`src/design/lsu_params.svh`:
```
`ifndef LSU_PARAMS_SVH
`define LSU_PARAMS_SVH

// --------------------
// Datapath widths
// --------------------

`define LSU_XLEN 32
`define LSU_ID_W 4

// --------------------
// Scratchpad geometry
// --------------------

// 256 words of 4 bytes, so byte address bits 9:2 select the word
`define LSU_MEM_WORDS 256
`define LSU_MEM_AW 8

// --------------------
// Exception causes
// --------------------

`define LSU_CAUSE_LD_MISALIGNED 4'd4
`define LSU_CAUSE_ST_MISALIGNED 4'd6

`endif

```
`src/design/lsu_pkg.sv`:
```
`default_nettype none

`include "lsu_params.svh"

package lsu_pkg;

  // Memory operations handled by the LSU
  typedef enum logic [2:0] {
    LB,
    LBU,
    LH,
    LHU,
    LW,
    SB,
    SH,
    SW
  } lsu_op_e;

  // Occupancy of the request and result stages
  typedef enum logic [1:0] {
    PIPE_EMPTY = 2'b00,
    PIPE_REQ   = 2'b01,
    PIPE_RES   = 2'b10,
    PIPE_BOTH  = 2'b11
  } pipe_state_e;

  typedef struct packed {
    logic [`LSU_XLEN-1:0] operand_a;
    logic [`LSU_XLEN-1:0] imm;
    logic [`LSU_XLEN-1:0] store_data;
    lsu_op_e              op;
    logic [`LSU_ID_W-1:0] trans_id;
  } lsu_req_t;

  typedef struct packed {
    logic                 valid;
    logic [3:0]           cause;
    logic [`LSU_XLEN-1:0] tval;
  } lsu_ex_t;

  typedef struct packed {
    logic [`LSU_XLEN-1:0] vaddr;
    logic [3:0]           be;
    lsu_ex_t              ex;
  } lsu_agu_t;

  // Request as held in a pipeline stage
  typedef struct packed {
    lsu_op_e              op;
    logic [`LSU_ID_W-1:0] trans_id;
    logic [`LSU_XLEN-1:0] vaddr;
    logic [3:0]           be;
    logic [`LSU_XLEN-1:0] store_data;
    lsu_ex_t              ex;
  } lsu_stage_t;

  typedef struct packed {
    logic                 is_store;
    logic [`LSU_ID_W-1:0] trans_id;
    logic [`LSU_XLEN-1:0] data;
    lsu_ex_t              ex;
  } lsu_res_t;

endpackage

`default_nettype wire

```
`src/design/lsu_agu.sv`:
```
`default_nettype none

`include "lsu_params.svh"

module lsu_agu (
  input  lsu_pkg::lsu_req_t req_i,
  output lsu_pkg::lsu_agu_t agu_o
);
  import lsu_pkg::*;

  logic [`LSU_XLEN-1:0] vaddr;
  logic [1:0]           size;
  logic                 is_store;
  logic                 misaligned;

  // --------------------
  // Address generation
  // --------------------

  assign vaddr = $unsigned($signed(req_i.operand_a) + $signed(req_i.imm));

  // Transfer size: 0 byte, 1 half-word, 2 word
  always_comb begin
    size     = 2'd0;
    is_store = 1'b0;
    unique case (req_i.op)
      LB, LBU: size = 2'd0;
      LH, LHU: size = 2'd1;
      LW:      size = 2'd2;
      SB: begin
        size     = 2'd0;
        is_store = 1'b1;
      end
      SH: begin
        size     = 2'd1;
        is_store = 1'b1;
      end
      SW: begin
        size     = 2'd2;
        is_store = 1'b1;
      end
      default: ;
    endcase
  end

  // --------------------
  // Alignment check
  // --------------------

  // Bytes are always aligned
  assign misaligned = ((size == 2'd1) && vaddr[0]) ||
                      ((size == 2'd2) && (vaddr[1:0] != 2'b00));

  always_comb begin
    agu_o.vaddr = vaddr;
    unique case (size)
      2'd0:    agu_o.be = 4'b0001 << vaddr[1:0];
      2'd1:    agu_o.be = 4'b0011 << vaddr[1:0];
      default: agu_o.be = 4'b1111;
    endcase

    agu_o.ex = '0;
    if (misaligned) begin
      agu_o.ex.valid = 1'b1;
      agu_o.ex.cause = is_store ? `LSU_CAUSE_ST_MISALIGNED : `LSU_CAUSE_LD_MISALIGNED;
      agu_o.ex.tval  = vaddr;
    end
  end

endmodule

`default_nettype wire

```
`config.mk`:
```
export PLATFORM = sky130hd
export DESIGN_NAME = lsu_agu
export DESIGN_NICKNAME = d
export VERILOG_FILES = /design/src/design/lsu_pkg.sv /design/src/design/lsu_agu.sv
export VERILOG_INCLUDE_DIRS = /design/src /design/src/design
export SDC_FILE = /design/constraint.sdc
export NUM_CORES = 1
export LEC_CHECK = 0
export ABC_AREA = 1
export ABC_CLOCK_PERIOD_IN_PS = 4600
export BUFFER_PORTS_ARGS = -buffer_cell sky130_fd_sc_hd__buf_2
export CORE_MARGIN = 1
export CORE_UTILIZATION = 40
export DETAILED_ROUTE_END_ITERATION = 8
export PLACE_DENSITY = 0.76
export SLEW_MARGIN = 40
export SYNTH_ARGS = -nofsm -noshare
export SYNTH_HDL_FRONTEND = slang
export SYNTH_SLANG_ARGS = --single-unit
```
`constraint.sdc`:
```
create_clock -name vclk -period 4.6
set_input_delay 0.69 -clock vclk [all_inputs]
set_output_delay 0.69 -clock vclk [all_outputs]
set_load 0.05 [all_outputs]
```
### Yosys cells after proc, flatten, opt, wreduce, memory -nomap -nowiden

Index checks and enable logic that the tools add are counted.

| cells by class | value |
|---|---|
| $add $sub $neg | 1 |
| multipliers | 0 |
| divide/modulo/power cells | 0 |
| $lt $le $gt $ge | 0 |
| equal/unequal tests | 9 |
| shifts and indexed selects | 2 |
| multiplexer cells | 5 |
| bitwise operators | 0 |
| reductions and logical operators | 10 |

Operator list:

| cell | count |
|---|---|
| 2-to-1 mux 37 bit | 1 |
| adder 32 bit | 1 |
| == test 3 bit (second input constant) | 4 |
| OR reduction 3 bit | 3 |
| case mux 4 bit (2 select lines) | 1 |
| == test 3 x 2 -> 1 bit (second input constant) | 2 |
| case mux 2 bit (3 select lines) | 1 |
| << shifter 1 x 2 -> 4 bit (first input constant) | 1 |
| << shifter 2 x 2 -> 4 bit (first input constant) | 1 |
| == test 3 x 1 -> 1 bit (second input constant) | 1 |
| logical NOT 3 bit | 1 |
| == test 2 x 1 -> 1 bit (second input constant) | 1 |
| == test 2 bit (second input constant) | 1 |
| logical AND 1 bit | 2 |
| logical NOT 2 bit | 1 |
| 2-to-1 mux 2 bit | 1 |
| nonzero test 2 bit | 1 |
| OR reduction 2 bit | 1 |
| logical OR 1 bit | 1 |
| 2-to-1 mux 1 bit | 1 |

| word-level totals | value |
|---|---|
| register bits after elaboration | 0 |
| latch bits | 0 |
| memory bits (writable) | 0 |
| memory bits (read-only) | 0 |
| input bits | 103 |
| output and inout port bits | 73 |
| logic and storage cells | 27 |
| memories | 0 |

### Depth between registers and ports, before layout

Gate-level depths: netlist of the first run.

| logic depth | value |
|---|---|
| depth after elaboration | 7 |
| gate-level depth with buffers | 12 |
| mapped depth without buffers | 12 |

### Least setup slack after synthesis of the first run

Ideal clock, no wire load.

| path | value |
|---|---|
| path type | input to output |
| from | input port req_i[39] (netlist bit) |
| to | output port agu_o[2] (netlist bit) |
| arrival time | 3187 ps |
| data required time | 3910 ps |
| slack | 723 ps |
| stages on the path | 6 |
| path buffers | 0 |
| cells stage by stage | ha_1 > fa_1 > inv_1 > nand2_1 > nand2_2 > nor3_1 |

RTL lines:

| what | RTL line | source |
|---|---|---|
| from (decl) | lsu_agu.sv:6 | `input lsu_pkg::lsu_req_t req_i,` |
| to (decl) | lsu_agu.sv:7 | `output lsu_pkg::lsu_agu_t agu_o` |

==> summary.md, run 1 <==
| Metric | Value |
|---|---|
| CP endpoint kind | output pin |
| DR WL/cell | 10.4 um |
| Post-CTS Hold Buffers | 0 |
| Yosys top cell by area | nand2_1 |
| Total area of multi-input combinational cells | 2220 sq um |
| Post_cts resized | 0 |
| Die Y | 85.6 um |
| Cells after Synth | 583 |
| Buffers on Ports | 138 |
| Post-synth top area share | 32.0% |
| Top cells by area, synth | nand2_1 32%, inv_1 19%, ha_1 14%, nor2_1 8.7%, a21oi_1 3.6% |
| GR Util All Layers | between 20% and 30% |
| Routed vias/inst | 4.57 |
| Minimum hold slack | 1.81 ns |
| Seq. cell area | 0 sq um |
| Crit Path Category | in2out |
| Core ar. | about 6800 sq um |
| Yosys cell types | 27 |
| RSZ-0062 raised after global routing | false |
| Starting Density | between 40 and 50% |
| Final Core Density | 52.5% |
| Drt pass-1 iters | 6 |
| Max Slew Vio Count | 0 |
| Status | complete, no violations |
| Slowest cell on crit path | fa_1 |
| Worst Hold End | agu_o[33] |
| Postcts setup bufs | 0 |
| Total grt overflow | 0 |
| Endpoints failing hold | 0 |
| Max layer used | met4 |
| Layout cells sized above 1 | a little under a quarter |
| Largest net degree at the start of global routing | 29 |
| Final setup TNS | 0 ns |
| Synth-to-Final Area Change | 27.0% |
| Max Cap Viol | 0 |
| Met2 wire length | 3960 um |
| Hold-critical path depth | 4 |
| Via count | 3638 |
| PwrDens | 242 nW/um^2 |
| Met3 Routed Length | around 400 um |
| Initial DRC Count | ~130 |
| Min-Delay Path Class | in2out |
| Layout net count | 853 |
| Tightest Pin Transition | 0.574 ns |
| Die area | 7320 sq um |
| Filler instances | 744 |
| Synth cell count leaders | 238 x nand2_1, 139 x inv_1, 65 x nor2_1 |
| Ant. Diodes | 0 |
| Count of flip-flops and latches | 0 |
| Setup violators final | 0 |
| Antenna violations before repair | 0 |
| Clock buf count | 0 |
| Leakage power total | 2.55 nW |
| Ys Warns | 0 |
| Worst-path cell chain | buf_2 > ha_1 > fa_1 > inv_1 > nand2_1 > nand2_2 > inv_1 > and2_1 > buf_2 |
| Vias in the first global route | 3084 |
| Wire length of the first global-routing pass | 13200 um |
| Fin crit share | ~77% |
| Worst EP required | 3.91 ns |
| DRC violations left | 0 |
| Worst hold start | req_i[6] |
| Max Clk Rate | 0.281 GHz |
| Met1 WL | approximately 3900 um |
| Final min period | 3.56 ns |
| Worst vdd ir | about 0.19 mV |
| Critical Path AT | 2.87 ns |
| Routed wire length | roughly 8300 um |
| Final Wtd Congestion | 1.00 |
| Cell Area, Synth | 2790 sq um |
| Syn Area/Cell | approximately 4.8 sq um |
| Row cnt | 30 |
| CP peak stage delay | 0.57 ns |
| Chip width | 85.6 um |
| Hpwl dp | 7390 um |
| CP Launch Type | primary input |
| Post-DRT Antenna Nets | 0 |
| Slew HR | 61.6% |
| Most numerous cell in the Yosys netlist | nand2_1 |
| I/O pin cnt | approximately 180 |
| CP max FO | 28 |
| Register area share after synthesis | 0% |
[cell usage in the layout (no fill, tap or decap), types with 4 or more instances in the layout]
cell	instances
a21oi_1	20
and2_1	4
buf_2	138
ha_1	31
inv_1	139
inv_2	4
nand2_1	238
nand2_2	13
nand3_1	14
nand3_2	4
nand3b_1	9
nor2_1	65
nor3_1	4
xnor2_1	10
[how the worst max path moves through the flow]
stage | from | end | cells past startpoint
floorplan | req_i[39] | agu_o[2] | 6
global placement | req_i[39] | agu_o[14] | 9
detailed placement | req_i[39] | agu_o[14] | 9
CTS | req_i[39] | agu_o[14] | 9
global route | req_i[39] | agu_o[14] | 9
finish | req_i[39] | agu_o[14] | 9
[layer usage]
metal	vias to the layer above	track usage, %
met5	-	0
met4	0	1.06
met3	4	0.385
met2	102	40.3
met1	1559	29.1
li1	1973	-
[per-stage QoR]
step | power (mW) | cell area (sq um) | cells | setup WS (ns)
after floorplan | 0.671 | 2800 | 584 | 0.723
after global placement | 0.850 | 3550 | 796 | 1.07
after detailed placement | 0.857 | 3550 | 796 | 1.01
after CTS | 0.859 | 3550 | 796 | 1.01
after global routing | 0.924 | 3550 | 796 | 0.902
final | 0.859 | 3550 | 796 | 1.04
[critical path: cells and delay by family]
family,cells,cell delay (ns)
adders and majority gates,2,0.79
buffers and inverters,4,0.76
and+or+nand+nor,3,0.62
[cell families after synthesis]
kind of cell / share of synthesized area, %
and+or+nand+nor: 53.3
adders and majority gates: 14.6
buffers and inverters: 20.6
AOI/OAI and AO/OA: 6.09
other: 0.134
xor gates and xnor gates: 5.19
[report_power, final]
| group | leakage [nW] | internal (mW) | switching (mW) |
|---|---|---|---|
| registers | 0 | 0 | 0 |
| logic | 2.55 | 0.216 | 0.643 |
| clock network | 0 | 0 | 0 |
| total | 2.55 | 0.216 | 0.643 |
[cell type report]
class / count / area share (%)
repair buffers: 138 / 19.5
multi-input cells: 435 / 62.6
well taps: 80 / 2.82
inverters: 143 / 15.1
No activity file was read; power rests on OpenSTA's default activity.
==> inputs of run 2 (changes only) <==
--- a/config.mk
+++ b/config.mk
@@ -7,7 +7,7 @@
 export NUM_CORES = 1
 export LEC_CHECK = 0
 export ABC_AREA = 1
-export ABC_CLOCK_PERIOD_IN_PS = 4600
+export ABC_CLOCK_PERIOD_IN_PS = 3650
 export BUFFER_PORTS_ARGS = -buffer_cell sky130_fd_sc_hd__buf_2
 export CORE_MARGIN = 1
 export CORE_UTILIZATION = 40
==> constraint.sdc (replaced) <==
create_clock -name vclk -period 3.65
set_input_delay 0.5475 -clock vclk [all_inputs]
set_output_delay 0.5475 -clock vclk [all_outputs]
set_load 0.05 [all_outputs]
==> run 2 against run 1 <==
Sequential cell count did not move; final cell count rose by 0.13%; non-clock buffer count rose by 1; critical endpoint is now agu_o[16]; clock-buffer cell count did not move; highest routed layer unchanged.
==> summary.md, run 2 (synthesized netlist as in run 1, its figures left out) <==
| Metric | Value |
|---|---|
| PwrDens | 306 nW/um^2 (+26%) |
| CP peak stage delay | 0.57 ns (about the same) |
| Fin crit share | 84.9% |
| CP delay by family, top | adder cells |
| Initial DRC Count | 129 (-1.5%) |
| DRC violations left | 0 (unchanged) |
| Setup violators final | 0 (unchanged) |
| Post-DRT Antenna Nets | 0 (unchanged) |
| Clock buf count | 0 (unchanged) |
| Final worst setup slack | 0.552 ns (-0.485 ns) |
| Hold-critical path depth | 4 (unchanged) |
| Slowest cell on crit path | fa_1 |
| Worst vdd ir | 0.235 mV (+26%) |
| Buffers on Ports | 138 (unchanged) |
| Postcts setup bufs | 0 (unchanged) |
| Starting Density | 41.4% (unchanged) |
| Hpwl dp | 7500 um (+1.4%) |
| Crit Path Category | in2out |
| Critical Path AT | 2.55 ns (-0.32 ns) |
| Routed wire length | 8380 um (+0.88%) |
| Largest net degree at the start of global routing | 17 (-41%) |
| Post_cts resized | 0 (unchanged) |
| Chip width | 85.6 um (unchanged) |
| Crit path to | agu_o[16] |
| Total grt overflow | 0 (unchanged) |
| GR Util All Layers | 22.1% (+0.53 points) |
| Worst EP required | 3.10 ns (-0.81 ns) |
| Max Clk Rate | roughly 0.32 GHz |
| Status | complete, no violations |
| Count of flip-flops and latches | 0 (unchanged) |
| Routed vias/inst | 4.61 (+0.92%) |
| Final Non-Filler Cells | 797 (+0.13%) |
| Post-CTS Hold Buffers | 0 (unchanged) |
| Row cnt | 30 (unchanged) |
| CP endpoint kind | output pin |
| CP Launch Type | primary input |
| Die Y | 85.6 um (unchanged) |
| Final min period | 3.10 ns |
| Core ar. | 6760 sq um (unchanged) |
| Wire length of the first global-routing pass | 13500 um (+2.7%) |
| Antenna violations before repair | 0 (unchanged) |
| Ant. Diodes | 0 (unchanged) |
| CP max FO | 16 (-43%) |
| Final setup TNS | 0 ns (unchanged) |
| Post-Place Worst Slack | 0.554 ns (-0.458 ns) |
| Max Slew Vio Count | 0 (unchanged) |
| Seq. cell area | 0 sq um (unchanged) |
| Most frequent cells in the layout | 238 x nand2_1, 139 x inv_1, 138 x buf_2 |
| DR WL/cell | 10.5 um (+0.75%) |
| Layout cells sized above 1 | 23.7% (+0.11 points) |
| Final Core Density | 52.6% (+0.11 points) |
| Synth-to-Final Area Change | 27.3% |
| Max Cap Viol | 0 (unchanged) |
| Min-Delay Path Class | in2out |
| Leakage power total | 2.56 nW (+0.18%) |
| Final Power | 1.09 mW (+26%) |
| RSZ-0062 raised after global routing | false |
| Endpoints failing hold | 0 (unchanged) |
| Inst Count DP | 797 (+0.13%) |
| I/O pin cnt | 176 (unchanged) |
| Drt pass-1 iters | 5 (-1) |
| Layout net count | 854 (+0.12%) |
| Final Wtd Congestion | 1.02 (+1.6%) |
| Vias in the first global route | 3229 (+4.7%) |
| Most frequent CP cell | buf_2 |
| CP startpoint | req_i[39] |
| Worst-path cell chain | buf_2 > ha_1 > fa_1 > inv_1 > nand2_1 > nand2_2 > buf_4 > a21oi_1 > buf_2 |
| Commonest non-fill, non-tap cell in the layout | nand2_1 |
| Worst path depth | 9 (unchanged) |
| Worst path bufs/invs | 4 (unchanged) |
| Die area | 7320 sq um (unchanged) |
| Via count | 3676 (+1.0%) |
[run 2: how the worst min path moves through the flow]
stage	from	end	slack, ns
after floorplan	req_i[6]	agu_o[33]	1.36
after global placement	req_i[6]	agu_o[33]	1.52
after CTS	req_i[6]	agu_o[33]	1.53
after detailed placement	req_i[6]	agu_o[33]	1.53
final	req_i[6]	agu_o[33]	1.53
after global routing	req_i[6]	agu_o[33]	1.57
[run 2: metrics by stage]
stage | area (sq um) | hold slack, ns
4_1_cts | 3560 | 1.53
3_5_place_dp | 3560 | 1.53
5_1_grt | 3560 | 1.57
6_report | 3560 | 1.53
3_3_place_gp | 3560 | 1.52
2_1_floorplan | 2800 | 1.36
[run 2: tightest hold or removal path, delay by kind of cell]
| family | cells | cell delay [ns] |
|---|---|---|
| simple gates | 1 | 0.05 |
| buf+inv | 3 | 0.37 |
[run 2: metal layers]
layer,vias to the layer above,wire length [um],track usage [%]
li1,1966,-,-
met1,1597,3930,28.9
met2,105,4030,41.6
met3,8,368,0.866
met4,0,56,2.12
met5,-,0,0
[run 2: power breakdown]
group          internal (mW)  total [mW]  leakage [nW]  switching, mW
Combinational          0.274        1.09          2.56          0.812
Sequential                 0           0             0              0
Clock                      0           0             0              0
Total                  0.274        1.09          2.56          0.812
[run 2: cell type report]
type | instances | area (sq um)
inverter | 143 | 537
fill | 742 | 3200
tap | 80 | 100
timing repair buffer | 139 | 698
multi-input combinational | 435 | 2220
