==> config.mk <==
export PLATFORM = sky130hd
export DESIGN_NAME = lsu_load_unit
export DESIGN_NICKNAME = d
export VERILOG_FILES = /design/src/design/lsu_pkg.sv /design/src/design/lsu_load_unit.sv
export VERILOG_INCLUDE_DIRS = /design/src /design/src/design
export SDC_FILE = /design/constraint.sdc
export NUM_CORES = 1
export LEC_CHECK = 0
export ABC_AREA = 1
export BUFFER_PORTS_ARGS = -buffer_cell sky130_fd_sc_hd__buf_2
export CAP_MARGIN = 20
export CORE_AREA = 2 2 85 87
export DETAILED_ROUTE_END_ITERATION = 12
export DIE_AREA = 0 0 87 89
export MAX_ROUTING_LAYER = met4
export PLACE_DENSITY_LB_ADDON = 0.2
export REMOVE_ABC_BUFFERS = 1
export SLEW_MARGIN = 25
export SYNTH_ARGS = -nofsm -noshare
export SYNTH_HDL_FRONTEND = slang
export SYNTH_SLANG_ARGS = --single-unit
==> constraint.sdc <==
create_clock -name vclk -period 2.5
set_input_delay 0.375 -clock vclk [all_inputs]
set_output_delay 0.375 -clock vclk [all_outputs]
set_load 0.02 [all_outputs]
==> src/design/lsu_params.svh <==
`ifndef LSU_PARAMS_SVH
`define LSU_PARAMS_SVH

// --------------------
// Datapath widths
// --------------------

`define LSU_XLEN 32
`define LSU_ID_W 4

// --------------------
// Scratchpad geometry
// --------------------

// 256 words of 4 bytes, so byte address bits 9:2 select the word
`define LSU_MEM_WORDS 256
`define LSU_MEM_AW 8

// --------------------
// Exception causes
// --------------------

`define LSU_CAUSE_LD_MISALIGNED 4'd4
`define LSU_CAUSE_ST_MISALIGNED 4'd6

`endif

==> src/design/lsu_pkg.sv <==
`default_nettype none

`include "lsu_params.svh"

package lsu_pkg;

  // Memory operations handled by the LSU
  typedef enum logic [2:0] {
    LB,
    LBU,
    LH,
    LHU,
    LW,
    SB,
    SH,
    SW
  } lsu_op_e;

  // Occupancy of the request and result stages
  typedef enum logic [1:0] {
    PIPE_EMPTY = 2'b00,
    PIPE_REQ   = 2'b01,
    PIPE_RES   = 2'b10,
    PIPE_BOTH  = 2'b11
  } pipe_state_e;

  typedef struct packed {
    logic [`LSU_XLEN-1:0] operand_a;
    logic [`LSU_XLEN-1:0] imm;
    logic [`LSU_XLEN-1:0] store_data;
    lsu_op_e              op;
    logic [`LSU_ID_W-1:0] trans_id;
  } lsu_req_t;

  typedef struct packed {
    logic                 valid;
    logic [3:0]           cause;
    logic [`LSU_XLEN-1:0] tval;
  } lsu_ex_t;

  typedef struct packed {
    logic [`LSU_XLEN-1:0] vaddr;
    logic [3:0]           be;
    lsu_ex_t              ex;
  } lsu_agu_t;

  // Request as held in a pipeline stage
  typedef struct packed {
    lsu_op_e              op;
    logic [`LSU_ID_W-1:0] trans_id;
    logic [`LSU_XLEN-1:0] vaddr;
    logic [3:0]           be;
    logic [`LSU_XLEN-1:0] store_data;
    lsu_ex_t              ex;
  } lsu_stage_t;

  typedef struct packed {
    logic                 is_store;
    logic [`LSU_ID_W-1:0] trans_id;
    logic [`LSU_XLEN-1:0] data;
    lsu_ex_t              ex;
  } lsu_res_t;

endpackage

`default_nettype wire

==> src/design/lsu_load_unit.sv <==
`default_nettype none

`include "lsu_params.svh"

module lsu_load_unit (
  input  lsu_pkg::lsu_stage_t   stage_i,
  input  logic [`LSU_XLEN-1:0]  rdata_i,
  output lsu_pkg::lsu_res_t     res_o
);
  import lsu_pkg::*;

  logic [`LSU_XLEN-1:0] shifted;
  logic                 is_store;

  // Bring the addressed byte or half-word down to lane 0
  assign shifted = rdata_i >> {stage_i.vaddr[1:0], 3'b000};

  assign is_store = (stage_i.op == SB) || (stage_i.op == SH) || (stage_i.op == SW);

  always_comb begin
    res_o.is_store = is_store;
    res_o.trans_id = stage_i.trans_id;
    res_o.ex       = stage_i.ex;
    res_o.data     = '0;

    if (!stage_i.ex.valid) begin
      unique case (stage_i.op)
        LB:  res_o.data = {{24{shifted[7]}}, shifted[7:0]};
        LBU: res_o.data = {24'b0, shifted[7:0]};
        LH:  res_o.data = {{16{shifted[15]}}, shifted[15:0]};
        LHU: res_o.data = {16'b0, shifted[15:0]};
        LW:  res_o.data = rdata_i;
        // Stores return no data
        default: res_o.data = '0;
      endcase
    end
  end

endmodule

`default_nettype wire

After elaboration in Yosys (flattened, before gate mapping)
Index checks and enable logic that the tools add are counted.
{"block": "word_totals", "wordCells": 13, "reg_bits": 0, "input_bits": 144}
{"block": "classes", "eq_ne": 7, "muxes": 2, "reduce_logical": 3, "shift": 1}
{"cell": "32-bit one-hot mux with 5 select lines", "n": 1}
{"cell": "32-bit two-way mux", "n": 1}
{"cell": "32-bit by 5-bit right shift with 16-bit output", "n": 1}
{"cell": "3-bit == test (second input constant)", "n": 4}
{"cell": "3-bit by 2-bit == test with 1-bit output (second input constant)", "n": 2}
{"cell": "3-bit by 1-bit == test with 1-bit output (second input constant)", "n": 1}
{"cell": "3-bit logical NOT", "n": 1}
{"cell": "1-bit logical OR", "n": 2}

Depth between registers and ports, before layout
Gate-level depths: netlist of the first run.
{"block": "depth", "word_depth": 3, "mapped_depth": 10, "depth_no_buf": 8}

Worst setup path before layout of the first run
Ideal clock, no wire load.
{"block": "synth_path", "path_kind": "input to output", "start": "in stage_i[73] (netlist bit)", "end": "out res_o[42] (netlist bit)", "required_ns": 2.125, "path_slack_ns": 0.793, "path_buffers": 2, "cell_stages": 7, "arrival_time_ns": 1.332, "path_cell_list": "buf_6 inv_2 buf_2 nor2_1 o21ai_0 nand2_1 a21oi_1"}
{"item": "from (decl)", "line": "lsu_load_unit.sv:6", "rtl": "input lsu_pkg::lsu_stage_t stage_i,"}
{"item": "to (decl)", "line": "lsu_load_unit.sv:8", "rtl": "output lsu_pkg::lsu_res_t res_o"}

==> impl_results.md, run 1 <==
* Status: complete, no violations
* Area of the core at 0.00672 mm2
* Leakage power at 1.24 nW
* Initial core utilization at 23.1%
* Post-synthesis cell type count at 18
* Max Clk Rate at 465 MHz
* Cell area after synthesis at 0.00155 mm2
* Total grt overflow at 0
* Fillers at 824
* Pwr Density at 168 mW/mm2
* Max_slew headroom at 75.0%
* Final Net Count at 472
* Worst-Margin Slew at 0.375 ns
* Max Slew Vio Count at 0
* First-pass GRT wire length at 10,400 um
* Vias at 1,799
* Hold Vio Cnt, Final at 0
* Post-DR wirelength/cell at 18.0 um
* Multi-input gate area at 928 um2
* Share of cells above drive strength 1 at 30.7%
* Die area at 0.00774 mm2
* Clock network power share at 0%
* Post-Layout Cell Count at 406
* Placed inst area at 0.00165 mm2
* Storage element area at 0 um2
* Setup TNS at 0 ns
* Site row count at 30
* Max-cap violations at 0
* First-pass DRT Iterations at 4
* Unrepaired setup endpoints after global routing: false
* Clock buffers at 0
* Critical Path Start Type: input pin
* Top Ports at 218
* Fin area at 0.00165 mm2
* Switching Fraction at 63.8%
* Hold buffer count at CTS at 0
* Vias in the first global route at 1,573
* Synth Area per Inst at 5.10 um2
* Setup crit end kind: output pin
* Die Y at 89 um
* Die Wd at 87 um
* GP Congestion at 0.818
* Setup bufs post-CTS at 0
* Synth area leader: nand2_1
* Placed cells at 406
* Post-Synthesis Cells at 304
* Detailed Route Iter0 Violations at 63
* Sequential fraction of the synthesis area at 0%
* N_diodes at 0
* Internal power at 0.101 mW
* Largest net degree at the start of global routing at 19
* PortBufs at 72
* Required @ worst endpoint at 2.12 ns
* YS warnings at 0
* ANT nets after route at 0
* Antenna violations before repair at 0
* Most numerous cell in the Yosys netlist: nand2_1
* Critical path class: in2out
* Worst Hold Class: in2out
* Final setup viols at 0
* Synth top area share at 31.0%
* Sequential share of power at 0%
* Total wire length at 7300 um
* Overall Global Routing Usage at 18.8%
* DRC at 0
* Detailed placement HPWL at 5970 um
* Peak VDD IR at 0.0688 mV
* Crit share post-route at 85.9%
* Top cells by area, synth: nand2_1, buf_4, inv_1
* Pwr Total at 0.279 mW
* Period minus WS final at 2.15 ns
* Critical path peak fanout at 13
* Post_cts resized at 0
* Seq cells at 0
* Commonest cells in the netlist: nand2_1, inv_1, buf_4, nand3_1, o211ai_1
* Detail-routed via count per cell at 4.43
* WHS at 0.750 ns
* Sw power at 0.178 mW
* Logic pwr share at 100.0%
* Synth-to-Final Area Change at 6.70%
* CP arrival at 1.77 ns
## area by class of cell
class / instances / share of cell area (%)
multi-input combinational: 197 / 56.1
timing repair buffer: 81 / 26.6
inverter: 48 / 11.2
tap: 80 / 6.05
## path summary, 6_finish.rpt
kind / startpoint / to / cells after the start / slack [ns]
worst max-delay path: stage_i[73] / res_o[68] / 11 / 0.35
worst min-delay path: stage_i[105] / res_o[69] / 0 / 0.75
## cell usage in the layout, fill, tap and decap left out, types with 2 or more instances in the layout
cell      netlist  final
inv_1          45     45
o21ai_0         2      2
buf_4          42      8
buf_2          10     72
inv_2           2      2
nand3_2        10     10
nand2_2         3      3
nand2_1       128    128
nor2_1          7      7
nand3_1        24     24
a21oi_1         8      8
o211ai_1       12     12
## per-layer routing
layer  track usage [%]  wire (um)  vias up  part of all wire [%]
li1                  -          -      922                     -
met2              26.3       2980      112                    41
met1              22.7       3020      765                    41
met3              14.6       1310        0                    18
met5                 -          0        -                     0
met4                 0          0        0                     0
## power by group through the flow
stage | logic, mW | clock network [mW] | registers, mW
2_1_floorplan | 0.159 | 0 | 0
3_3_place_gp | 0.281 | 0 | 0
3_5_place_dp | 0.282 | 0 | 0
4_1_cts | 0.283 | 0 | 0
5_1_grt | 0.313 | 0 | 0
6_report | 0.279 | 0 | 0
## cell families after synthesis
family	share of synthesized area (%)
AO/OA/AOI/OAI	9.04
AND/OR/NAND/NOR	50.8
buffers and inverters	40.1
## per-stage QoR
step	setup WS (ns)	util, %
4_1_cts	0.317	24.6
6_report	0.351	24.6
3_3_place_gp	0.335	24.6
2_1_floorplan	0.696	-
5_1_grt	0.196	24.6
3_5_place_dp	0.323	24.6
## critical path, stage by stage
cell and delay, ns:
buf_2 0.23, inv_2 0.14, nand2_1 0.09, nand3_1 0.06, nand2_1 0.10, nand2_2 0.21
buf_12 0.24, nand3_1 0.06, nand2_1 0.05, inv_1 0.05, buf_2 0.15
(Power assumes the default switching activity.)
==> inputs of run 2 (changes only) <==
==> constraint.sdc (replaced) <==
create_clock -name vclk -period 2.5
set_input_delay 0.125 -clock vclk [all_inputs]
set_output_delay 0.125 -clock vclk [all_outputs]
set_load 0.02 [all_outputs]
==> run 2 against run 1 <==
Compared with the run above: combinational power fell by 5%; final cell count fell by 1.7%; via count fell by 3.4%; cell area fell by 3.9%; sequential share of layout area did not move.
==> impl_results.md, run 2 (synthesis gave the netlist of run 1 again) <==
* Status: complete, no violations
* Vias in the first global route at 1,513
* Critical Path End: res_o[49]
* Worst Hold Class: in2out
* Overall Global Routing Usage at 18.0%
* Required @ worst endpoint at 2.38 ns
* Cell-by-cell trace of the critical path: buf_2, inv_2, nand2_1, nand3_1, nand2_1, nand2_2, nand3_1, nand2_1, inv_1, buf_2
* Fillers at 817
* First-pass GRT wire length at 9870 um
* Die area at 0.00774 mm2
* Top Ports at 218
* Max Slew Vio Count at 0
* Placed cells at 399
* Final setup viols at 0
* Storage element area at 0 um2
* Die Wd at 87 um
* CP arrival at 1.81 ns
* Largest net degree at the start of global routing at 33
* Synth-to-Final Area Change at 2.50%
* Critical Path Start Type: input pin
* Share of cells above drive strength 1 at 29.2%
* Worst-Margin Slew at 0.761 ns
* Commonest non-fill, non-tap cell in the layout: nand2_1
* Period minus WS final at 1.94 ns
* Setup crit end kind: output pin
* Seq cells at 0
* Peak VDD IR at 0.0489 mV
* N_diodes at 0
* Site row count at 30
* Final WS setup at 0.562 ns
* Setup bufs post-CTS at 0
* Die Y at 89 um
* Antenna violations before repair at 0
* First-pass DRT Iterations at 4
* Placed inst area at 0.00159 mm2
* Detailed Route Iter0 Violations at 53
* Most used cell, CP: nand2_1
* Start point of the critical path: stage_i[73]
* Hold Vio Cnt, Final at 0
* WHS at 0.250 ns
* Vias at 1,738
* Clock buffers at 0
* Pwr Density at 167 mW/mm2
* ANT nets after route at 0
* Post-Layout Cell Count at 399
* GP Congestion at 0.808
* Area of the core at 0.00672 mm2
* Max stage delay on crit path at 0.44 ns
* Detailed placement HPWL at 5560 um
* PortBufs at 72
* Total wire length at 7060 um
* Leakage power at 1.20 nW
* Critical path peak fanout at 24
* Final Net Count at 465
* Setup TNS at 0 ns
* Total grt overflow at 0
* Post_cts resized at 0
* Initial core utilization at 23.1%
* Fin area at 0.00159 mm2
* Multi-input gate area at 928 um2
* Pre-CTS setup slack at 0.521 ns
* Max-cap violations at 0
* Commonest cells after routing, fill and taps aside: nand2_1, buf_2, inv_1
* DRC at 0
* Hold buffer count at CTS at 0
* Final Core Density at 23.6%
* Max_slew headroom at 49.2%
* Unrepaired setup endpoints after global routing: false
* Pwr Total at 0.266 mW
* Max Clk Rate at 516 MHz
* Detail-routed via count per cell at 4.36
* Crit share post-route at 77.5%
* Post-DR wirelength/cell at 17.7 um
* Critical path class: in2out
* Slowest-stage cell, CP: nand2_2
## run 2: cell types whose count changed in the layout (fill, tap and decap cells not counted)
| cell | previous run | this run |
|---|---|---|
| buf_12 | 1 | 0 |
| buf_4 | 8 | 2 |
## run 2: power by group
part           leakage (nW)  switching [mW]  internal, mW  total (mW)
Clock                     0               0             0           0
Sequential                0               0             0           0
Combinational          1.20           0.173        0.0930       0.266
Total                  1.20           0.173        0.0930       0.266
## run 2: worst min path at each step
stage	start	endpoint	slack, ns	cells past startpoint
final	stage_i[105]	res_o[69]	0.25	0
after global routing	stage_i[1]	res_o[1]	0.25	0
after floorplan	stage_i[0]	res_o[0]	0.25	0
after detailed placement	stage_i[1]	res_o[1]	0.25	0
after CTS	stage_i[1]	res_o[1]	0.25	0
after global placement	stage_i[1]	res_o[1]	0.25	0
## run 2: per-layer routing
| metal | part of all wire, % | track usage, % | up-vias |
|---|---|---|---|
| li1 | - | - | 907 |
| met1 | 40 | 20.5 | 724 |
| met2 | 42 | 26.6 | 105 |
| met3 | 18 | 13.9 | 2 |
| met4 | 0.057 | 0 | 0 |
| met5 | 0 | - | - |
## run 2: critical path: cells and delay by family
family	cells	cell delay [ns]
buffers and inverters	4	0.73
and+or+nand+nor	6	0.91
## run 2: cell type report
class / count / area share, %
multi-input cells: 197 / 58.4
repair buffers: 74 / 23.6
inverters: 48 / 11.7
well taps: 80 / 6.30
==> inputs of run 3 (changes only) <==
- CORE_AREA: 2 2 85 87 -> 2 2 83 85
- DIE_AREA: 0 0 87 89 -> 0 0 85 87
- clock period: 2.5 -> 1.6 ns (I/O delays scaled with it)
==> run 3 against run 2 <==
Compared with the run above: via count grew 3.9%; critical path depth up 1; critical endpoint is now res_o[68]; global-route usage about the same.
==> impl_results.md, run 3 (synthesis gave the netlist of run 1 again) <==
* Largest net degree at the start of global routing at 33
* Worst-Margin Slew at 0.335 ns
* Setup TNS at 0 ns
* Clock buffers at 0
* Hold buffer count at CTS at 0
* GP Congestion at 0.829
* Max Clk Rate at 707 MHz
* Overall Global Routing Usage at 18.0%
* Total grt overflow at 0
* Status: complete, no violations
* Max-cap violations at 0
* Detailed Route Iter0 Violations at 58
* WHS at 0.160 ns
* Vias in the first global route at 1,519
* Crit share post-route at 88.4%
* Setup bufs post-CTS at 0
* Max_slew headroom at 77.7%
* PortBufs at 72
* Hold Vio Cnt, Final at 0
* Post_cts resized at 0
* DRC at 0
* Detail-routed via count per cell at 4.44
* Required @ worst endpoint at 1.52 ns
* Die Y at 87 um
* Storage element area at 0 um2
* Final Core Density at 25.3%
* Top Ports at 218
* Post-Layout Cell Count at 407
* Commonest cells after routing, fill and taps aside: nand2_1, buf_2, inv_1
* Initial core utilization at 23.6%
* Total wire length at 6920 um
* CP arrival at 1.33 ns
* Period minus WS final at 1.41 ns
* First-pass DRT Iterations at 4
* First-pass GRT wire length at 9780 um
* Final Net Count at 473
* Critical Path Start Type: input pin
* Vias at 1,806
* Final setup viols at 0
* Critical path class: in2out
* Worst Hold Class: in2out
* Pre-CTS setup slack at 0.161 ns
* Unrepaired setup endpoints after global routing: false
* Antenna violations before repair at 0
* Placed cells at 407
* Synth-to-Final Area Change at 7.18%
* Detailed placement HPWL at 5700 um
* Site row count at 30
* Post-DR wirelength/cell at 17.0 um
* Die Wd at 85 um
* ANT nets after route at 0
* Critical path peak fanout at 13
* Pwr Density at 260 mW/mm2
* Final WS setup at 0.186 ns
* Setup crit end kind: output pin
* Peak VDD IR at 0.0872 mV
* Leakage power at 1.24 nW
* Share of cells above drive strength 1 at 30.9%
* Commonest non-fill, non-tap cell in the layout: nand2_1
* Seq cells at 0
* Die area at 0.00740 mm2
* N_diodes at 0
* Max Slew Vio Count at 0
* Area of the core at 0.00657 mm2
==> run 3: cell types whose count changed in the layout (fill, tap and decap cells not counted) <==
cell    previous run  this run
buf_12             0         1
buf_4              2         9
==> run 3: per-stage QoR <==
step	total power, mW	cell area [um2]
3_5_place_dp	0.438	1660
4_1_cts	0.439	1660
2_1_floorplan	0.249	1110
6_report	0.433	1660
5_1_grt	0.488	1660
3_3_place_gp	0.435	1660
==> run 3: worst paths after layout <==
path / to / slack (ns) / cells after the start / start
max: res_o[68] / 0.19 / 11 / stage_i[73]
min: res_o[27] / 0.16 / 0 / stage_i[27]
==> run 3: power breakdown <==
part           leakage (nW)  switching (mW)  internal [mW]
registers                 0               0              0
logic                  1.24           0.273          0.160
clock network             0               0              0
total                  1.24           0.273          0.160
==> run 3: area by class of cell <==
cell class	count	area [um2]
well taps	80	100
multi-input cells	197	928
fillers	806	4910
repair buffers	82	448
inverters	48	185
==> run 3: routing by layer <==
| metal | global-route usage [%] | wire length (um) | vias up |
|---|---|---|---|
| li1 | - | - | 923 |
| met1 | 20.3 | 2700 | 779 |
| met2 | 26.2 | 2960 | 104 |
| met3 | 15.1 | 1260 | 0 |
| met4 | 0 | 0 | 0 |
| met5 | - | 0 | - |
==> run 3: critical path: stages <==
cell and delay, ns:
buf_2 0.22, buf_4 0.19, nand2_1 0.06, nand3_1 0.07, nand2_1 0.08, nand2_2 0.07, buf_4 0.21, nand3_1 0.10
nand2_1 0.07, inv_1 0.03, buf_2 0.14
