<file path="src/design/lsu_params.svh">
`ifndef LSU_PARAMS_SVH
`define LSU_PARAMS_SVH

// --------------------
// Datapath widths
// --------------------

`define LSU_XLEN 32
`define LSU_ID_W 4

// --------------------
// Scratchpad geometry
// --------------------

// 256 words of 4 bytes, so byte address bits 9:2 select the word
`define LSU_MEM_WORDS 256
`define LSU_MEM_AW 8

// --------------------
// Exception causes
// --------------------

`define LSU_CAUSE_LD_MISALIGNED 4'd4
`define LSU_CAUSE_ST_MISALIGNED 4'd6

`endif

</file>
<file path="src/design/lsu_pkg.sv">
`default_nettype none

`include "lsu_params.svh"

package lsu_pkg;

  // Memory operations handled by the LSU
  typedef enum logic [2:0] {
    LB,
    LBU,
    LH,
    LHU,
    LW,
    SB,
    SH,
    SW
  } lsu_op_e;

  // Occupancy of the request and result stages
  typedef enum logic [1:0] {
    PIPE_EMPTY = 2'b00,
    PIPE_REQ   = 2'b01,
    PIPE_RES   = 2'b10,
    PIPE_BOTH  = 2'b11
  } pipe_state_e;

  typedef struct packed {
    logic [`LSU_XLEN-1:0] operand_a;
    logic [`LSU_XLEN-1:0] imm;
    logic [`LSU_XLEN-1:0] store_data;
    lsu_op_e              op;
    logic [`LSU_ID_W-1:0] trans_id;
  } lsu_req_t;

  typedef struct packed {
    logic                 valid;
    logic [3:0]           cause;
    logic [`LSU_XLEN-1:0] tval;
  } lsu_ex_t;

  typedef struct packed {
    logic [`LSU_XLEN-1:0] vaddr;
    logic [3:0]           be;
    lsu_ex_t              ex;
  } lsu_agu_t;

  // Request as held in a pipeline stage
  typedef struct packed {
    lsu_op_e              op;
    logic [`LSU_ID_W-1:0] trans_id;
    logic [`LSU_XLEN-1:0] vaddr;
    logic [3:0]           be;
    logic [`LSU_XLEN-1:0] store_data;
    lsu_ex_t              ex;
  } lsu_stage_t;

  typedef struct packed {
    logic                 is_store;
    logic [`LSU_ID_W-1:0] trans_id;
    logic [`LSU_XLEN-1:0] data;
    lsu_ex_t              ex;
  } lsu_res_t;

endpackage

`default_nettype wire

</file>
<file path="src/design/lsu_store_unit.sv">
`default_nettype none

`include "lsu_params.svh"

module lsu_store_unit (
  input  lsu_pkg::lsu_stage_t   stage_i,
  output logic [`LSU_XLEN-1:0]  wdata_o,
  output logic [3:0]            wbe_o
);
  import lsu_pkg::*;

  logic [7:0]  st_byte;
  logic [15:0] st_half;

  assign st_byte = stage_i.store_data[7:0];
  assign st_half = stage_i.store_data[15:0];

  // Copy narrow data to every lane, the byte enables pick the target
  always_comb begin
    unique case (stage_i.op)
      SB:      wdata_o = {4{st_byte}};
      SH:      wdata_o = {2{st_half}};
      default: wdata_o = stage_i.store_data;
    endcase
  end

  assign wbe_o = stage_i.be;

endmodule

`default_nettype wire

</file>
<file path="config.mk">
export PLATFORM = sky130hd
export DESIGN_NAME = lsu_store_unit
export DESIGN_NICKNAME = d
export VERILOG_FILES = /design/src/design/lsu_pkg.sv /design/src/design/lsu_store_unit.sv
export VERILOG_INCLUDE_DIRS = /design/src /design/src/design
export SDC_FILE = /design/constraint.sdc
export NUM_CORES = 1
export LEC_CHECK = 0
export CAP_MARGIN = 0
export CORE_AREA = 2 2 56 58
export DETAILED_ROUTE_END_ITERATION = 6
export DIE_AREA = 0 0 58 60
export DONT_BUFFER_PORTS = 1
export SETUP_SLACK_MARGIN = 0.15
export SLEW_MARGIN = 15
export SYNTH_ARGS = -nofsm -noshare
export SYNTH_HDL_FRONTEND = slang
export SYNTH_SLANG_ARGS = --single-unit
</file>
<file path="constraint.sdc">
create_clock -name vclk -period 1.05
set_clock_uncertainty 0.2 [all_clocks]
set_input_delay 0 -clock vclk [all_inputs]
set_output_delay 0 -clock vclk [all_outputs]
set_load 0.1 [all_outputs]
</file>
==> Word-level counts from Yosys, hierarchy flattened <==
Index checks and enable logic that the tools add are counted.
{ "op_classes": {"mux": 1, "n_eq_ne": 2} }
{ "ops": {"columns": ["op", "count"], "rows": [
  ["$pmux W32 S2", 1],
  ["$eq A3 B3 Y1 const B", 2]
]} }
{ "totals": {"inputBits": 112, "reg_bits": 0, "word_cells": 3, "output_inout_bits": 36} }

==> Depth between registers and ports, before layout <==
Gate-level depths: netlist of the first run.
{ "logic_depth": {"ltp_word": 2, "ltp_mapped": 5, "depth_no_buf": 3} }

==> Worst setup path before layout of the first run <==
Ideal clock, no wire load.
{ "synth_path": {"path_type": "input to output", "startpoint": "in stage_i[110] (netlist bit)", "endpoint": "out wdata_o[24]", "setup_slack_ps": -1412, "required_time_ps": 850, "path_stages": 5, "n_path_buf": 2, "arrival_ps": 2262, "cell_sequence": "nand2b_1 -> buf_2 -> a21boi_4 -> buf_6 -> a2bb2oi_1"} }
{ "synth_between": {"elab_chain_cells": 2, "word_cells_on_any_way": 3, "classes_between": "2 x eq/ne; 1 x mux"} }
{ "synth_lines": {"columns": ["element", "line_no", "rtl"], "rows": [
  ["start: declaration", "lsu_store_unit.sv:6", "input lsu_pkg::lsu_stage_t stage_i,"],
  ["$eq A3 B3 Y1", "lsu_store_unit.sv:20", "unique case (stage_i.op)"],
  ["$pmux W32 S2 (*)", "lsu_store_unit.sv:20", null],
  ["end: declaration", "lsu_store_unit.sv:7", "output logic [`LSU_XLEN-1:0] wdata_o,"]
]} }
Every way passes the cells marked *; elsewhere a longest branch is shown, timed or not.

==> Worst setup path in the final report of the first run <==
{ "layout_path": {"startpoint": "in stage_i[110] (netlist bit)", "endpoint": "out wdata_o[17]"} }
Same word-level chain as after synthesis.

==> results.yml, run 1 <==
outcome:
  status: "complete, but fails checks"
  violations: "negative hold slack, negative setup slack"
hold_path:
  hold_class: "primary input to primary output"
  hold_path_end: "wbe_o[0]"
  min_from: "stage_i[69]"
  holdPathStages: 0
place:
  dp.final_hpwl_mm: 1.549
  placed_area_sq_um: 945.9
  io_buffers: 0
  place_congestion: 0.6351
finish:
  layout-drive-gt1-share: 0.8525
  clock_buffers: 0
  area_delta_synth_final_pct: 114.4
  fin_nets: 175
  design_area_sq_mm: 0.001006
  regArea_sq_um: 0
  diodes: 0
  n_sequential_cell: 0
  fillCellCount: 286
  mostFrequentLayoutCells: "mux2_4, buf_12, o22ai_1, a2bb2oi_4, buf_6"
timing:
  finalCriticalPeriod_ps: 1211
  drv_slew: 0
  clock.fmax_ghz: 0.8260
  timing.final.setup_violations: 16
  timing.hold.ws_ps: -200.0
  rsz0062_at_grt: "yes"
  finalSetupTns_ps: -1895
  worst-slew-pin-transition_ps: 306.1
  setup_slack_ps: -160.7
  slew_headroom: 0.7969
  finalCritPeriodShare: 1.153
  hold_viol_final: 12
run:
  cap_viol_max_count: 0
setup_path:
  required_ps: 850
  critPathMaxFanout: 7
  worstSetupPathType: "primary input to primary output"
  worstSetupEndpointType: "primary output"
  cp-start-kind: "primary input"
  arrival_ps: 1010
synth:
  synth_area_leaders: "mux2_2, buf_4, a2bb2oi_1"
  synth_top_area_cell: "mux2_2"
  synth_fp_nets: 164
  ys_warn_count: 0
  synth_cells: 52
  synth_cell_type_count: 10
  avgSynthCellArea_sq_um: 9.023
  ys_seq_area_frac: 0
  yosysTopAreaCellShare: 0.3360
  netlist_area_sq_um: 469.2
global_route:
  grtUsageMet3: 0.02597
  grt_max_degree: 11
  antenna_found_initial: 0
  grt_pass1_vias: 538
  overflow: 0
  use_met2: 0.1851
  grt_pass1_wl_mm: 2.808
  grt-busiest-layer: "met2"
  grt_usage: 0.1041
  use_met1: 0.1326
floorplan:
  initial_utilization: 0.1616
  die_area_sq_mm: 0.003480
  boundaryPins: 148
  rows: 20
  core_sq_mm: 0.002903
  die_y_um: 60
  die_x_um: 58
route:
  dr.first_iter.drc_count: 7
  routed_wl_mm: 1.874
  drtPass1Iterations: 4
  drc: 0
  via_count: 482
  vias_per_cell: 5.128
  detail-route-antenna-nets: 0
  wl_per_cell_um: 19.94
pwr:
  leakagePower_uw: 0.0004362
  power_density_mw_per_mm2: 1109
  ir_worst_vdd_mv: 0.4456
## what timing repair did
item,CTS,global route
setup buffers,2,0
resized for setup,11,1
pin swaps,6,4
endpoints found under the hold margin,12,12
endpoints found under the setup margin,24,24
## final cells by class
type / count / area [sq um] / share of cell area
repair buffers: 25 / 410.4 / 0.4080
well taps: 33 / 41.29 / 0.04104
multi-input cells: 36 / 554.3 / 0.5510
## through the flow
step / setup WS [ps] / total power, uW / instances / util
floorplan: -398.5 / 1055 / 52 / -
global placement: -177.8 / 1088 / 92 / 0.3259
detailed placement: -200.5 / 1090 / 92 / 0.3259
CTS: -175.4 / 1120 / 94 / 0.3453
global route: -208.8 / 1141 / 94 / 0.3466
finish: -160.7 / 1115 / 94 / 0.3466
## worst max-delay path, stage by stage
cell      delay (ps)
nand2b_4         140
a21boi_4         230
buf_12           160
mux2_4           310
buf_12           170
## logic make-up after synthesis
family,count (synthesis),synth area share
multiplexers,16,0.4000
AND/OR/NAND/NOR,3,0.04267
buffers and inverters,16,0.2613
AO/OA/AOI/OAI,17,0.2960
## per-layer routing
| metal | routed length (um) | part of all wire |
|---|---|---|
| met1 | 728 | 0.39 |
| met2 | 921 | 0.49 |
| met3 | 215 | 0.11 |
| met4 | 8 | 0.0043 |
| met5 | 0 | 0 |
## worst max path at each step
stage / start / endpoint / depth (start not counted)
global route: stage_i[110] / wdata_o[17] / 5
finish: stage_i[110] / wdata_o[17] / 5
CTS: stage_i[109] / wdata_o[28] / 6
floorplan: stage_i[110] / wdata_o[24] / 5
global placement: stage_i[110] / wdata_o[19] / 5
detailed placement: stage_i[110] / wdata_o[19] / 5
## cells in the mapped netlist
cell and n:
mux2_4 2, nand2b_1 2, mux2_2 14, o22ai_1 8, buf_2 2, buf_6 2
nand3b_1 1, a2bb2oi_1 8, buf_4 12, a21boi_4 1
## report_power, final
group	internal [uW]	switching [uW]	leakage, uW
Sequential	0	0	0
Combinational	405	710	0.000436
Clock	0	0	0
Total	405	710	0.000436
Note: power is estimated with default switching activity, not from simulation.
==> inputs of run 2 (changes only) <==
--- a/config.mk
+++ b/config.mk
@@ -6,6 +6,7 @@
 export SDC_FILE = /design/constraint.sdc
 export NUM_CORES = 1
 export LEC_CHECK = 0
+export ABC_AREA = 1
 export CAP_MARGIN = 0
 export CORE_AREA = 2 2 56 58
 export DETAILED_ROUTE_END_ITERATION = 6
==> run 2 against run 1 <==
The run ends with negative hold slack left. Via count increased by 49%. First-iteration DRC count increased by 140%. Non-clock buffer count decreased by 14. Synthesized cell count increased by 120%. Fmax increased by 39%. Die area unchanged. Final cell count increased by 46%. Cell area increased by 9.8%. Sequential share of layout area unchanged. Routed wire length increased by 22%. Global-route usage increased by 2.9 points.
==> results.yml, run 2 <==
outcome:
  status: "complete, but fails checks"
  violations: "negative hold slack"
global_route:
  grt_pass1_wl_mm: 3.677
  use_met2: 0.2403
  grt_max_degree: 19
  grtUsageMet3: 0.03896
  use_met1: 0.1673
  grt-busiest-layer: "met2"
  overflow: 0
  grt_pass1_vias: 712
  grt_usage: 0.1334
  antenna_found_initial: 0
timing:
  rsz0062_at_grt: "yes"
  hold_viol_final: 12
  timing.hold.ws_ps: -200.0
  finalSetupTns_ps: 0
  finalCriticalPeriod_ps: 871.7
  drv_slew: 0
  slew_headroom: 0.8642
  timing.final.setup_violations: 0
  finalCritPeriodShare: 0.8302
  clock.fmax_ghz: 1.147
  worst-slew-pin-transition_ps: 203.1
synth:
  ys_warn_count: 0
  netlist_area_sq_um: 668.1
  yosysTopAreaCellShare: 0.2697
  synth_top_area_cell: "nand2_1"
  synth_area_leaders: "nand2_1, buf_4, nand3_2"
  yosys.cell_count.top_type: "nand2_1"
  synth_fp_nets: 224
  synth_cell_type_count: 11
  ys_seq_area_frac: 0
  synth_common_cells: "nand2_1, nand4_1, buf_4"
  avgSynthCellArea_sq_um: 5.966
  synth_cells: 112
run:
  cap_viol_max_count: 0
setup_path:
  required_ps: 850
  cp_slowest_stage_delay_ps: 200
  worstSetupEndpointType: "primary output"
  path_delay_family: "simple AND/OR/NAND/NOR gates"
  cp-start-kind: "primary input"
  path_buf_inv: 1
  cp_num_cells: 4
  worstSetupPathType: "primary input to primary output"
  crit_path_cell_trace: "nand3_4, buf_4, nand3_2, nand2_8"
  arrival_ps: 670
  critPathMaxFanout: 10
  crit_slowest_cell: "buf_4"
pwr:
  leakagePower_uw: 0.0004480
  power_density_mw_per_mm2: 993.1
  ir_worst_vdd_mv: 0.4228
floorplan:
  die_y_um: 60
  die_x_um: 58
  boundaryPins: 148
  initial_utilization: 0.2302
  die_area_sq_mm: 0.003480
  core_sq_mm: 0.002903
  rows: 20
route:
  drtPass1Iterations: 2
  dr.first_iter.drc_count: 17
  wl_per_cell_um: 16.72
  drc: 0
  detail-route-antenna-nets: 0
  via_count: 719
  routed_wl_mm: 2.290
  vias_per_cell: 5.248
finish:
  fin_nets: 218
  n_sequential_cell: 0
  diodes: 0
  final_common_cell: "nand2_8"
  clock_buffers: 0
  final_util: 0.3806
  area_delta_synth_final_pct: 65.36
  layout-drive-gt1-share: 0.7308
  mostFrequentLayoutCells: "nand2_8, nand4_1, nand2_2"
  regArea_sq_um: 0
hold_path:
  holdPathStages: 0
  hold_class: "primary input to primary output"
place:
  dp.final_hpwl_mm: 2.082
  place_congestion: 0.6836
  io_buffers: 0
-- run 2: cell type report --
type	instances	area, sq um
well taps	33	41.29
fillers	302	1798
repair buffers	11	98.84
inverters	10	52.55
multi-input cells	83	912.1
-- run 2: metrics by stage --
stage	setup WS, ps	cell area, sq um	power (uW)	instances
after detailed placement	162.8	1101	1102	137
after CTS	162.8	1101	1103	137
after floorplan	102.1	1150	1298	112
final	178.3	1105	1097	137
after global placement	181.5	1101	1093	137
after global routing	138.1	1105	1133	137
-- run 2: cell families (layout without fill, tap and decap cells) --
logic type,Yosys count,count (layout),share of synthesized area
simple gates,83,83,0.6760
buf+inv,29,21,0.3240
-- run 2: final timing paths --
kind | from | to | slack (ps)
max | stage_i[110] | wdata_o[23] | 180
min | stage_i[70] | wbe_o[1] | -200
-- run 2: timing repair --
item / 4_1_cts / 5_1_grt
setup endpoints to repair: 0 / 14
hold endpoints to repair: 12 / 12
resized for setup: 0 / 1
buffers inserted: 0 / 0
-- run 2: where the power goes --
group | internal, uW | switching [uW]
Sequential | 0 | 0
Clock | 0 | 0
Combinational | 215 | 882
Total | 215 | 882
-- run 2: routing by layer --
| metal | up-vias | wire length (um) |
|---|---|---|
| met2 | 48 | 1176 |
| met1 | 325 | 825 |
| met4 | 0 | 0 |
| met5 | - | 0 |
| li1 | 346 | - |
| met3 | 0 | 289 |
==> inputs of run 3 (changes only) <==
==> constraint.sdc (replaced) <==
create_clock -name vclk -period 0.8
set_clock_uncertainty 0.2 [all_clocks]
set_input_delay 0 -clock vclk [all_inputs]
set_output_delay 0 -clock vclk [all_outputs]
set_load 0.1 [all_outputs]
==> run 3 against run 2 <==
The flow finishes with violations (negative hold slack, negative setup slack). Setup slack worse by 250 ps. Worst hold slack stayed put. Die area stayed put. Cell area increased by 16%. Sequential cell count is the same. Total power rose by 39%. Sequential share of layout area unchanged. Combinational power grew 39%. Via count rose by 6.5%. Critical path type unchanged. Largest power group unchanged. Highest routed layer is now met4.
==> results.yml, run 3 (synthesis results as in run 2) <==
finish:
  n_sequential_cell: 0
  fin_nets: 222
  layout-drive-gt1-share: 0.7963
  regArea_sq_um: 0
  final_common_cell: "nand2_8"
  area_delta_synth_final_pct: 91.76
  design_area_sq_mm: 0.001281
  diodes: 0
  multi_input_area_sq_um: 969.7
  mostFrequentLayoutCells: "nand2_8, nand2_2, nand4_1"
  clock_buffers: 0
  fillCellCount: 297
global_route:
  grt_pass1_wl_mm: 3.850
  grt_max_degree: 19
  overflow: 0
  grt_pass1_vias: 747
  grt_usage: 0.1402
  antenna_found_initial: 0
route:
  dr.first_iter.drc_count: 7
  drc: 0
  routed_wl_mm: 2.531
  wl_per_cell_um: 17.95
  drtPass1Iterations: 3
  detail-route-antenna-nets: 0
  vias_per_cell: 5.433
  via_count: 766
setup_path:
  crit_path_start: "stage_i[110]"
  arrival_ps: 670
  worstSetupEndpointType: "primary output"
  worstSetupPathType: "primary input to primary output"
  critPathMaxFanout: 10
  required_ps: 600
  cp-start-kind: "primary input"
floorplan:
  die_y_um: 60
  die_x_um: 58
  core_sq_mm: 0.002903
  initial_utilization: 0.2302
  rows: 20
  die_area_sq_mm: 0.003480
  boundaryPins: 148
timing:
  worst-slew-pin-transition_ps: 185.7
  rsz0062_at_grt: "yes"
  slew_headroom: 0.8759
  timing.hold.ws_ps: -200.0
  drv_slew: 0
  timing.final.setup_violations: 22
  clock.fmax_ghz: 1.148
  finalCriticalPeriod_ps: 870.8
  hold_viol_final: 15
  finalCritPeriodShare: 1.088
  setup_slack_ps: -70.76
hold_path:
  holdPathStages: 0
  hold_path_end: "wbe_o[0]"
  min_from: "stage_i[69]"
  hold_class: "primary input to primary output"
outcome:
  status: "complete, but fails checks"
  violations: "negative hold slack, negative setup slack"
place:
  dp.final_hpwl_mm: 2.244
  placed_area_sq_mm: 0.001176
  place_congestion: 0.7213
  io_buffers: 0
  post-place-ws_ps: -92.28
run:
  cap_viol_max_count: 0
pwr:
  power_density_mw_per_mm2: 1191
  switching_share: 0.7777
  ir_worst_vdd_mv: 0.6728
  intPower_uw: 339.1
  pwr-share-seq: 0
  power_frac_clock: 0
  share_comb_of_total_power: 1.000
  leakagePower_uw: 0.0005090
  p_sw_uw: 1187
run 3: cell types whose count changed in the layout (fill, tap and decap cells not counted), sizes merged:
cell	before	now
buf	11	15
clkinv	0	1
inv	10	9
run 3: timing repair:
action | CTS | global route
pin swaps | 12 | 6
setup endpoints to repair | 24 | 24
buffers inserted | 2 | 0
endpoints found under the hold margin | 15 | 15
gates resized for setup | 12 | 7
run 3: power groups by stage:
stage / logic (uW) / clock network [uW] / registers [uW]
4_1_cts: 1530 / 0 / 0
3_3_place_gp: 1470 / 0 / 0
2_1_floorplan: 1740 / 0 / 0
5_1_grt: 1580 / 0 / 0
3_5_place_dp: 1490 / 0 / 0
6_report: 1530 / 0 / 0
run 3: final cells by class:
cell class	instances	area share
inverter	10	0.06934
timing repair buffer	15	0.1416
tap	33	0.03223
multi-input combinational	83	0.7568
run 3: critical path, cell delays in order:
cell and delay, ps:
clkinv_16 30, nand3_4 110, buf_4 200, nand3_2 130
nand2_8 190
run 3: metal layers:
layer	GRT usage	part of all wire	up-vias
li1	-	-	354
met1	0.1750	0.36	366
met2	0.2532	0.53	44
met3	0.03896	0.11	2
met4	0.003322	0.00079	0
met5	0	0	-
run 3: worst max path at each step:
stage | end | cells after the start
after CTS | wdata_o[27] | 4
after global placement | wdata_o[28] | 4
after floorplan | wdata_o[19] | 6
after global routing | wdata_o[23] | 5
after detailed placement | wdata_o[28] | 4
final | wdata_o[20] | 5
run 3: metrics by stage:
step	util	total power (uW)	instances	setup TNS, ps
3_3_place_gp	0.4052	1473	139	-903.0
5_1_grt	0.4414	1576	141	-2053
2_1_floorplan	-	1735	112	-2932
3_5_place_dp	0.4052	1487	139	-1231
4_1_cts	0.4315	1532	141	-1007
6_report	0.4414	1526	141	-1043
